===== config.mk =====
export PLATFORM = sky130hd
export DESIGN_NAME = bus_arbiter
export DESIGN_NICKNAME = d
export VERILOG_FILES = /design/src/design/cache_pkg.sv /design/src/design/bus_arbiter.sv
export SDC_FILE = /design/constraint.sdc
export NUM_CORES = 1
export LEC_CHECK = 0
export ABC_AREA = 0
export BUFFER_PORTS_ARGS = -buffer_cell sky130_fd_sc_hd__clkbuf_2
export CORE_AREA = 10 10 119 121
export CTS_BUF_LIST = sky130_fd_sc_hd__clkbuf_8
export CTS_CLUSTER_DIAMETER = 50
export DETAILED_ROUTE_END_ITERATION = 12
export DIE_AREA = 0 0 129 131
export PLACE_DENSITY = 0.49
export SETUP_SLACK_MARGIN = 0.5
export SLEW_MARGIN = 5
export SYNTH_ARGS = -nofsm -noshare
export SYNTH_HDL_FRONTEND = slang
export SYNTH_SLANG_ARGS = --single-unit

===== constraint.sdc =====
create_clock -name clk -period 2.75 [get_ports clk]
set_clock_uncertainty 0.15 [all_clocks]
set_input_delay 0.275 -clock clk [delete_from_list [all_inputs] [get_ports clk]]
set_output_delay 0.275 -clock clk [all_outputs]
set_load 0.05 [all_outputs]

===== src/design/cache_pkg.sv =====
`default_nettype none

package cache_pkg;

    localparam int ADDR_W         = 32;
    localparam int DATA_W         = 32;
    localparam int STRB_W         = DATA_W / 8;
    localparam int LINE_BYTES     = 16;
    localparam int WORDS_PER_LINE = LINE_BYTES / STRB_W;
    localparam int OFS_W          = 4;                      // byte offset within a line
    localparam int IDX_W          = 6;
    localparam int LINES          = 1 << IDX_W;
    localparam int TAG_W          = ADDR_W - IDX_W - OFS_W; // everything above the index
    localparam int LINE_W         = LINE_BYTES * 8;         // one data RAM row

    typedef enum logic {
        MEM_READ,
        MEM_WRITE
    } mem_op_e;

    typedef enum logic [2:0] {
        S_IDLE,
        S_LOOKUP,
        S_FILL_REQ,
        S_FILL,
        S_WRITE,
        S_BYPASS
    } cache_state_e;

    // one core access, sampled together with core_req
    typedef struct packed {
        logic              wr;
        logic              bypass;
        logic [ADDR_W-1:0] addr;
        logic [DATA_W-1:0] wdata;
        logic [STRB_W-1:0] strb;
    } core_req_t;

    typedef struct packed {
        mem_op_e           op;
        logic [ADDR_W-1:0] addr;
        logic [DATA_W-1:0] wdata;
        logic [STRB_W-1:0] strb;
        logic [1:0]        len;   // beats minus one
    } mem_req_t;

    // response beats are always accepted so there is no ready here
    typedef struct packed {
        logic              valid;
        logic [DATA_W-1:0] rdata;
        logic              last;
        logic              err;
    } mem_rsp_t;

endpackage

`default_nettype wire

===== src/design/bus_arbiter.sv =====
`timescale 1ns/1ns
`default_nettype none

// round robin between the two caches, one whole transaction at a time
module bus_arbiter
    import cache_pkg::*;
(
    input  wire logic           clk,
    input  wire logic           rstn,
    input  wire mem_req_t [1:0] req,
    input  wire logic [1:0]     req_valid,
    output logic [1:0]          req_ready,
    output mem_rsp_t [1:0]      rsp,
    output mem_req_t            bus_req,
    output logic                bus_req_valid,
    input  wire logic           bus_req_ready,
    input  wire mem_rsp_t       bus_rsp
);

    logic owner;    // port that holds the bus or waits on ready
    logic locked;   // request accepted, waiting for the last beat
    logic pending;  // request shown to the bus and not yet accepted
    logic prio;
    logic pick;
    logic sel;

    assign pick          = req_valid[prio] ? prio : !prio;
    assign sel           = (locked || pending) ? owner : pick;
    assign bus_req       = req[sel];
    assign bus_req_valid = !locked && req_valid[sel];

    always_comb begin
        for (int i = 0; i < 2; i++) begin
            req_ready[i] = !locked && (sel == 1'(i)) && bus_req_ready;
            rsp[i]       = bus_rsp;
            rsp[i].valid = bus_rsp.valid && locked && (owner == 1'(i));
        end
    end

    always_ff @(posedge clk or negedge rstn) begin
        if (!rstn) begin
            owner   <= 1'b0;
            locked  <= 1'b0;
            pending <= 1'b0;
            prio    <= 1'b0;
        end else if (bus_req_valid) begin
            owner   <= sel;
            pending <= !bus_req_ready;
            locked  <= bus_req_ready;
        end else if (locked && bus_rsp.valid && bus_rsp.last) begin
            locked <= 1'b0;
            prio   <= !owner;  // the other port wins the next tie
        end
    end

    a_rsp_locked: assert property (@(posedge clk) disable iff (!rstn)
        bus_rsp.valid |-> locked);

endmodule

`default_nettype wire


==> flow_summary.json, run 1 <==
{
  "ys_top_cells_by_area": "sky130_fd_sc_hd__mux2_4 54%, sky130_fd_sc_hd__buf_4 26%, sky130_fd_sc_hd__dfrtp_1 5.1%",
  "static-leakage-power_nw": 1.96,
  "synthDistinctLibCells": 25,
  "met2_resource_use_gr": 0.192,
  "antenna_violating_nets_remaining": 0,
  "fillCellCount": 1187,
  "die_height_um": 131,
  "fin_hold_ws_ns": 0.114,
  "grt.overflow.total": 0,
  "place.port_buffers": 226,
  "detail_route.wirelength_um": 9780,
  "clock_tree_from_tritoncts": "done",
  "synth_area_sq_mm": 0.00195,
  "tritoncts.num_buffers": 3,
  "finalCritPeriodShare": 0.900,
  "postSynthCellCount": 181,
  "crit_path_start_kind": "flop",
  "synthToLayoutAreaGrowth_pct": 80.0,
  "overall_fraction_of_global_route_tracks_in_use": 0.0999,
  "layout-drive-gt1-share": 0.926,
  "rsz_0062_raised_after_global_routing": "yes",
  "maximum_clock_frequency_mhz": 404,
  "critPathArrivalTime_ns": 2.05,
  "powerDensity_mw_per_mm2": 1640,
  "die_width_um": 129,
  "vias": 1929,
  "fp.dieArea_sq_mm": 0.0169,
  "route.detailed.wl_per_inst_um": 19.7,
  "initial_antenna_violation_count": 0,
  "drv.max_cap_violation_count": 0,
  "crit_path_max_fanout": 7,
  "crit_chain": "buf_4 > and2_4 > o41ai_4 > buf_6 > buf_12 > buf_16 > mux2_4 > clkbuf_16",
  "grt_start_max_net_pins": 16,
  "drt-vias-per-instance": 3.89,
  "grt_first_pass_wirelength_um": 13100,
  "synth.avg_cell_area_sq_um": 10.8,
  "grt-busiest-layer": "met2",
  "grt_util_met1": 0.0970,
  "crit_path_max_incr_delay_ns": 0.37,
  "yosys_register_bits": 4,
  "cts.root.buffer_cell": "sky130_fd_sc_hd__clkbuf_8",
  "finalMaxSlewViolations": 0,
  "timing.final.crit_period_ns": 2.47,
  "fp.coreArea_sq_mm": 0.0118,
  "min_delay_worst_type": "in2reg",
  "synth.yosys.seq_area_share": 0.0513,
  "diodes": 0,
  "final_util": 0.297,
  "timing.slew.headroom": 0.807,
  "cts.clk_slew.worst_paths_ns": 0.04,
  "yosysTopAreaCell": "sky130_fd_sc_hd__mux2_4",
  "drt_pre_antenna_iters": 4,
  "tightestPinTransition_ns": 0.291,
  "cp.required_ns": 2.33,
  "critPathKind": "reg2out",
  "ff2ff_setup_slack_ns": 1.51,
  "cts_sinks": 4,
  "final-setup-viol-count": 0,
  "clk-insertion-delay-late_ns": 0.22,
  "clock_path_buffers": 2,
  "grt.met3_usage": 0.0334,
  "mostFrequentLayoutCells": "155 x sky130_fd_sc_hd__clkbuf_2, 70 x sky130_fd_sc_hd__mux2_4, 28 x sky130_fd_sc_hd__buf_8, 24 x sky130_fd_sc_hd__clkbuf_4, 15 x sky130_fd_sc_hd__clkbuf_8",
  "syn_nets": 363,
  "final.setup.tns_ns": 0,
  "drtIter0Drc": 64,
  "row_count": 40,
  "final_net_count": 533,
  "first_global_vias": 2168,
  "final_total_power_mw": 5.76,
  "max-vdd-ir-drop_mv": 0.348,
  "critPathSlowestCell": "sky130_fd_sc_hd__dfrtp_1",
  "initial_core_util": 0.165,
  "htree_num_levels": 1,
  "instances_no_fill": 496,
  "hold_viol_final": 0,
  "dp.cells": 479,
  "outcome": "finished clean",
  "layout.cells.most_common": "sky130_fd_sc_hd__clkbuf_2",
  "ys.warnings.count": 0,
  "boundaryPins": 326,
  "netlist.area_leader.share": 0.539,
  "post-dp-hpwl_um": 8080,
  "drcViolationCount": 0,
  "timing.critical_path.to_type": "output pin",
  "place_congestion": 0.845
}
report_power, final:
part	switching, mW	internal [mW]	total [mW]
sequential	0.0645	0.0918	0.156
combinational	2.93	2.55	5.48
clock	0.0361	0.0938	0.130
per-stage QoR:
step                setup WS (ns)  instance area, sq um
floorplan                   0.561                  1960
global placement            0.341                  2700
detailed placement          0.321                  2700
CTS                         0.257                  3450
global route                0.227                  3510
finish                      0.275                  3510
layer usage:
| metal | up-vias | share of wire |
|---|---|---|
| li1 | 902 | - |
| met1 | 876 | 0.33 |
| met2 | 129 | 0.53 |
| met3 | 22 | 0.12 |
| met4 | 0 | 0.021 |
| met5 | - | 0 |
synth_stat cells:
cell                        count
sky130_fd_sc_hd__a31oi_1        1
sky130_fd_sc_hd__o21bai_1       1
sky130_fd_sc_hd__dfrtp_1        4
sky130_fd_sc_hd__mux2i_1        1
sky130_fd_sc_hd__o31ai_1        1
sky130_fd_sc_hd__nand2b_1       1
sky130_fd_sc_hd__and2_1         1
sky130_fd_sc_hd__buf_4         68
sky130_fd_sc_hd__and3_1         1
sky130_fd_sc_hd__nand3_1        1
sky130_fd_sc_hd__o2bb2ai_1      1
sky130_fd_sc_hd__nor3b_1        1
sky130_fd_sc_hd__clkbuf_1       2
sky130_fd_sc_hd__mux2_2         1
sky130_fd_sc_hd__o21ai_0        2
sky130_fd_sc_hd__nand2_1        5
sky130_fd_sc_hd__nand3b_1       1
sky130_fd_sc_hd__nor2_1         4
sky130_fd_sc_hd__a21oi_1        2
sky130_fd_sc_hd__and2_4         1
sky130_fd_sc_hd__o41ai_4        1
sky130_fd_sc_hd__o31a_2         1
sky130_fd_sc_hd__nor2b_1        2
sky130_fd_sc_hd__buf_6          7
sky130_fd_sc_hd__mux2_4        70
kinds of logic (layout without fill, tap and decap cells):
kind of cell	count (synthesis)	count (layout)	share of synthesized area
compound gates	10	10	0.0449
mux	72	72	0.550
flops	4	4	0.0513
buf+inv	77	245	0.306
simple gates	18	18	0.0481
final cells by class:
class	count	area [sq um]	area share
clock buffers	3	41.3	0.0118
repair buffers	242	1920	0.546
well taps	147	184	0.0524
flip-flops and latches	4	103	0.0292
multi-input cells	100	1260	0.360
what timing repair did:
item,CTS,global route
endpoints found under the hold margin,4,0
pin swaps,3,1
cloned,6,0
setup buffers,6,1
endpoints found under the setup margin,71,71
hold buffers,1,0
resized for setup,121,37
path summary, 6_finish.rpt:
kind	from	depth (start not counted)	to
min in group asynchronous	rstn	2	pending
max reg2reg	owner	3	locked
max	prio	8	bus_req[50]
min	bus_req_ready	2	pending
max in group asynchronous	rstn	2	locked
min reg2reg	prio	3	prio
worst max-delay path: cells and delay by family (launching register included):
kind	cells	cell delay, ns
muxes	1	0.32
DFF	1	0.37
and+or+nand+nor	1	0.14
AOI/OAI and AO/OA	1	0.21
buffers and inverters	5	0.77
sequential cells by signal, indices dropped and copies added, names as in the netlist:
register  cells
pending       1
prio          1
locked        1
owner         1
Power figures use the tool's default switching activity.
==> run 2: changes to the inputs <==
--- a/config.mk
+++ b/config.mk
@@ -7,13 +7,12 @@
 export LEC_CHECK = 0
 export ABC_AREA = 0
 export BUFFER_PORTS_ARGS = -buffer_cell sky130_fd_sc_hd__clkbuf_2
-export CORE_AREA = 10 10 119 121
+export CORE_AREA = 2 2 128 130
 export CTS_BUF_LIST = sky130_fd_sc_hd__clkbuf_8
 export CTS_CLUSTER_DIAMETER = 50
 export DETAILED_ROUTE_END_ITERATION = 12
-export DIE_AREA = 0 0 129 131
-export PLACE_DENSITY = 0.49
-export SETUP_SLACK_MARGIN = 0.5
+export DIE_AREA = 0 0 130 132
+export PLACE_DENSITY = 0.38
 export SLEW_MARGIN = 5
 export SYNTH_ARGS = -nofsm -noshare
 export SYNTH_HDL_FRONTEND = slang
==> run 2 against run 1 <==
  * Final cell count is 13% higher
  * Die area is 1.5% higher
  * Highest routed layer unchanged
  * Sequential share of layout area is 0.51 points higher
  * Count of clock-buffer cells in the layout stayed put
  * First-iteration DRC count is 17% lower
  * Sequential power is 10% lower
  * Utilization is 11 points lower
  * Clock power is 6% lower
  * Setup slack worse by 0.16 ns
  * Combinational power is 23% lower
==> flow_summary.json, run 2 (same netlist as run 1, synthesis figures left out) <==
{
  "drt-vias-per-instance": 3.32,
  "drtIter0Drc": 53,
  "clock_path_buffers": 2,
  "hold_viol_final": 0,
  "critPathKind": "reg2out",
  "route.detailed.wl_per_inst_um": 13.2,
  "clk-insertion-delay-late_ns": 0.22,
  "detailedPlace.worstSlack_ns": 0.318,
  "boundaryPins": 326,
  "fp.dieArea_sq_mm": 0.0172,
  "instances_no_fill": 561,
  "crit_path_start_kind": "flop",
  "antenna_violating_nets_remaining": 0,
  "initial_antenna_violation_count": 0,
  "drt_pre_antenna_iters": 3,
  "row_count": 46,
  "dpl-instance-area_sq_mm": 0.00286,
  "final_util": 0.185,
  "tritoncts.num_buffers": 3,
  "final.setup.tns_ns": 0,
  "grt.met3_usage": 0.0195,
  "finalMaxSlewViolations": 0,
  "grt_util_met1": 0.0690,
  "fp.coreArea_sq_mm": 0.0157,
  "grt_start_max_net_pins": 32,
  "grt-busiest-layer": "met2",
  "critPathArrivalTime_ns": 2.20,
  "detail_route.wirelength_um": 7430,
  "drcViolationCount": 0,
  "maximum_clock_frequency_mhz": 380,
  "overall_fraction_of_global_route_tracks_in_use": 0.0730,
  "final_net_count": 529,
  "layout.cells.most_common": "sky130_fd_sc_hd__clkbuf_2",
  "diodes": 0,
  "met2_resource_use_gr": 0.151,
  "cts.clk_slew.worst_paths_ns": 0.03,
  "timing.critical_path.to_type": "output pin",
  "fin_hold_ws_ns": 0.136,
  "place_congestion": 0.773,
  "timing.slew.headroom": 0.773,
  "finalCritPeriodShare": 0.956,
  "tightestPinTransition_ns": 0.339,
  "place.port_buffers": 226,
  "post-dp-hpwl_um": 6890,
  "timing.final.crit_period_ns": 2.63,
  "powerDensity_mw_per_mm2": 1530,
  "grt.overflow.total": 0,
  "mostFrequentLayoutCells": "226 x sky130_fd_sc_hd__clkbuf_2, 70 x sky130_fd_sc_hd__mux2_4, 9 x sky130_fd_sc_hd__buf_4, 5 x sky130_fd_sc_hd__nand2_1",
  "die_width_um": 130,
  "synthToLayoutAreaGrowth_pct": 49.4,
  "static-leakage-power_nw": 1.72,
  "htree_num_levels": 1,
  "first_global_vias": 1837,
  "final-setup-viol-count": 0,
  "max-vdd-ir-drop_mv": 0.376,
  "cp.required_ns": 2.33,
  "final_cell_area_sq_mm": 0.00291,
  "cts_sinks": 4,
  "final_worst_path_setup_slack_ns": 0.120,
  "crit_path_max_fanout": 31,
  "final_total_power_mw": 4.46,
  "layout-drive-gt1-share": 0.910,
  "initial_core_util": 0.124,
  "grt_first_pass_wirelength_um": 9700,
  "drv.max_cap_violation_count": 0,
  "die_height_um": 132,
  "min_delay_worst_type": "in2reg",
  "clock_tree_from_tritoncts": "done",
  "rsz_0062_raised_after_global_routing": "no",
  "outcome": "finished clean",
  "vias": 1862,
  "cts.root.buffer_cell": "sky130_fd_sc_hd__clkbuf_8",
  "dp.cells": 557
}
## run 2: worst paths after layout
check,slack [ns],endpoint,start,depth (start not counted)
worst max-delay path,0.12,bus_req[69],prio,6
min in group asynchronous,0.25,owner,rstn,2
worst max register to register,1.48,locked,locked,4
worst min register to register,0.38,prio,prio,2
max in group asynchronous,2.07,locked,rstn,2
worst min-delay path,0.14,pending,bus_req_ready,2
## run 2: final cells by class
type	instances	area, sq um
clock buffer	3	41.3
multi-input combinational	100	1250
timing repair buffer	238	1250
sequential	4	100
fill	1777	12800
tap	216	270
## run 2: critical path: stages, from the launching register on
cell and delay (ns):
sky130_fd_sc_hd__dfrtp_1 0.40, sky130_fd_sc_hd__and2_4 0.18, sky130_fd_sc_hd__o41ai_4 0.36, sky130_fd_sc_hd__buf_12 0.20
sky130_fd_sc_hd__buf_12 0.25, sky130_fd_sc_hd__mux2_4 0.33, sky130_fd_sc_hd__clkbuf_2 0.24
## run 2: layer usage
layer	up-vias	routed length (um)
met5	-	0
met4	0	85
met3	18	772
met2	126	4040
met1	831	2530
li1	887	-
## run 2: power breakdown
| group | leakage, nW | internal (mW) | switching (mW) | total [mW] |
|---|---|---|---|---|
| Combinational | 1.65 | 1.53 | 2.66 | 4.20 |
| Sequential | 0.0478 | 0.0888 | 0.0510 | 0.140 |
| Clock | 0.0216 | 0.0931 | 0.0284 | 0.122 |
## run 2: timing repair
action | CTS | global route
buffers inserted | 0 | 0
hold buffers | 1 | 0
gates resized for setup | 0 | 0
hold endpoints to repair | 4 | 0
==> run 3: changes to the inputs <==
--- a/config.mk
+++ b/config.mk
@@ -7,12 +7,15 @@
 export LEC_CHECK = 0
 export ABC_AREA = 0
 export BUFFER_PORTS_ARGS = -buffer_cell sky130_fd_sc_hd__clkbuf_2
-export CORE_AREA = 2 2 128 130
+export CELL_PAD_IN_SITES_DETAIL_PLACEMENT = 1
+export CELL_PAD_IN_SITES_GLOBAL_PLACEMENT = 2
+export CORE_ASPECT_RATIO = 1.75
+export CORE_MARGIN = 2
+export CORE_UTILIZATION = 12
 export CTS_BUF_LIST = sky130_fd_sc_hd__clkbuf_8
 export CTS_CLUSTER_DIAMETER = 50
 export DETAILED_ROUTE_END_ITERATION = 12
-export DIE_AREA = 0 0 130 132
-export PLACE_DENSITY = 0.38
+export PLACE_DENSITY = 0.77
 export SLEW_MARGIN = 5
 export SYNTH_ARGS = -nofsm -noshare
 export SYNTH_HDL_FRONTEND = slang
==> run 3 against run 2 <==
  * Sequential power up 11%
  * Final cell count fell by 5.9%
  * Global-route usage grew 0.96 points
  * Combinational power down 2%
  * Die area is 0.99% higher
  * First-iteration DRC count is 7.5% lower
  * Total power is 1.4% lower
  * Via count up 5.5%
  * Register-to-register slack about the same
==> flow_summary.json, run 3 (same netlist as run 1, synthesis figures left out) <==
{
  "route.detailed.wl_per_inst_um": 16.1,
  "layout.cells.most_common": "sky130_fd_sc_hd__clkbuf_2",
  "initial_core_util": 0.123,
  "initial_antenna_violation_count": 3,
  "switching_share": 0.625,
  "finalMaxSlewViolations": 0,
  "drtIter0Drc": 49,
  "multi_input_area_sq_mm": 0.00125,
  "cellInternalPower_mw": 1.65,
  "grt_first_pass_wirelength_um": 11000,
  "worstHoldStart": "bus_req_ready",
  "cp.required_ns": 2.33,
  "drt_pre_antenna_iters": 4,
  "crit_path_max_fanout": 28,
  "drcViolationCount": 0,
  "final.setup.tns_ns": 0,
  "final-seq-area_sq_um": 100,
  "layout-drive-gt1-share": 0.908,
  "critPathKind": "reg2out",
  "timing.critical_path.to_type": "output pin",
  "tightestPinTransition_ns": 0.366,
  "instances_no_fill": 528,
  "final_util": 0.179,
  "overall_fraction_of_global_route_tracks_in_use": 0.0826,
  "htree_num_levels": 1,
  "mostFrequentLayoutCells": "226 x sky130_fd_sc_hd__clkbuf_2, 70 x sky130_fd_sc_hd__mux2_4, 5 x sky130_fd_sc_hd__nand2_1, 4 x sky130_fd_sc_hd__nor2_1, 4 x sky130_fd_sc_hd__dfrtp_1",
  "fp.dieArea_sq_mm": 0.0173,
  "clk-insertion-delay-late_ns": 0.22,
  "drt-vias-per-instance": 3.72,
  "vias": 1965,
  "cts_sinks": 4,
  "power_switching_mw": 2.75,
  "timing.final.crit_period_ns": 2.59,
  "row_count": 61,
  "die_width_um": 100,
  "whs_endpoint": "pending",
  "powerDensity_mw_per_mm2": 1550,
  "place_congestion": 0.757,
  "combPwrFrac": 0.936,
  "cts.clk_slew.worst_paths_ns": 0.03,
  "finalCritPeriodShare": 0.940,
  "outcome": "finished clean",
  "crit_path_start_kind": "flop",
  "crit-reg2reg-capture": "locked",
  "clock_tree_from_tritoncts": "done",
  "max-vdd-ir-drop_mv": 0.584,
  "first_global_vias": 1959,
  "final_net_count": 522,
  "min_delay_worst_type": "in2reg",
  "worst-r2r-cell-count": 3,
  "dp.cells": 521,
  "grt_start_max_net_pins": 44,
  "static-leakage-power_nw": 1.69,
  "boundaryPins": 326,
  "detail_route.wirelength_um": 8480,
  "clock_path_buffers": 2,
  "timing.slew.headroom": 0.756,
  "rsz_0062_raised_after_global_routing": "no",
  "antenna_violating_nets_remaining": 0,
  "ff2ff_setup_slack_ns": 1.49,
  "rr_startpoint": "owner",
  "cts.root.buffer_cell": "sky130_fd_sc_hd__clkbuf_8",
  "clkPwrFrac": 0.029,
  "grt.overflow.total": 0,
  "seqPwrFrac": 0.035,
  "final_total_power_mw": 4.40,
  "post-dp-hpwl_um": 7590,
  "hold_viol_final": 0,
  "synthToLayoutAreaGrowth_pct": 45.7,
  "critPathArrivalTime_ns": 2.16,
  "place.port_buffers": 226,
  "die_height_um": 173,
  "maximum_clock_frequency_mhz": 387,
  "final-setup-viol-count": 0,
  "drv.max_cap_violation_count": 0,
  "fp.coreArea_sq_mm": 0.0159,
  "hold_path_depth": 2,
  "fillCellCount": 1943,
  "tritoncts.num_buffers": 3
}
run 3: changes by cell type in the layout (fill, tap and decap cells not counted):
cell,previous run,this run
sky130_fd_sc_hd__buf_8,0,1
sky130_fd_sc_hd__clkbuf_16,0,1
sky130_fd_sc_hd__buf_12,2,1
sky130_fd_sc_hd__diode_2,0,1
sky130_fd_sc_hd__buf_4,9,1
run 3: area by class of cell:
type                       count  area share
antenna                        1    0.000880
clock buffer                   3      0.0145
multi-input combinational    100       0.441
sequential                     4      0.0352
tap                          189      0.0832
timing repair buffer         231       0.425
run 3: worst max-delay path, cell delays in order, from the launching register on:
cell,delay (ns)
sky130_fd_sc_hd__dfrtp_1,0.39
sky130_fd_sc_hd__and2_4,0.18
sky130_fd_sc_hd__o41ai_4,0.30
sky130_fd_sc_hd__buf_4,0.21
sky130_fd_sc_hd__buf_12,0.22
sky130_fd_sc_hd__mux2_4,0.34
sky130_fd_sc_hd__clkbuf_2,0.24
run 3: timing repair:
action	in CTS	in global routing
endpoints found under the setup margin	0	2
buffers inserted	0	1
resized for setup	0	3
hold buffers	1	0
hold endpoints to repair	4	0
run 3: per-stage QoR:
stage,setup slack [ns],hold slack (ns),area [sq um]
finish,0.164,0.116,2840
global route,0.0885,0.140,2840
CTS,0.0648,0.125,2810
detailed placement,0.315,-0.0554,2760
global placement,0.330,-0.0577,2760
floorplan,0.432,-0.171,1950
run 3: worst max-delay path by stage:
stage	slack, ns	end	from	cells past startpoint
6_report	0.16	bus_req[14]	prio	6
5_1_grt	0.09	bus_req[14]	prio	6
4_1_cts	0.06	bus_req[70]	locked	4
3_5_place_dp	0.31	bus_req[70]	locked	4
3_3_place_gp	0.33	bus_req[70]	req_valid[1]	6
2_1_floorplan	0.43	bus_req_valid	owner	4
run 3: layer usage:
metal,routed length (um),track usage
met2,4240,0.161
met3,1590,0.0457
met5,27,0
met4,524,0.0514
met1,2100,0.0562
run 3: power by group through the flow:
| stage | registers, mW | clock network, mW | logic (mW) |
|---|---|---|---|
| CTS | 0.156 | 0.127 | 4.09 |
| finish | 0.155 | 0.126 | 4.12 |
| floorplan | 0.116 | 0 | 3.75 |
| global placement | 0.151 | 0 | 4.06 |
| global route | 0.164 | 0.131 | 4.30 |
| detailed placement | 0.155 | 0 | 4.09 |
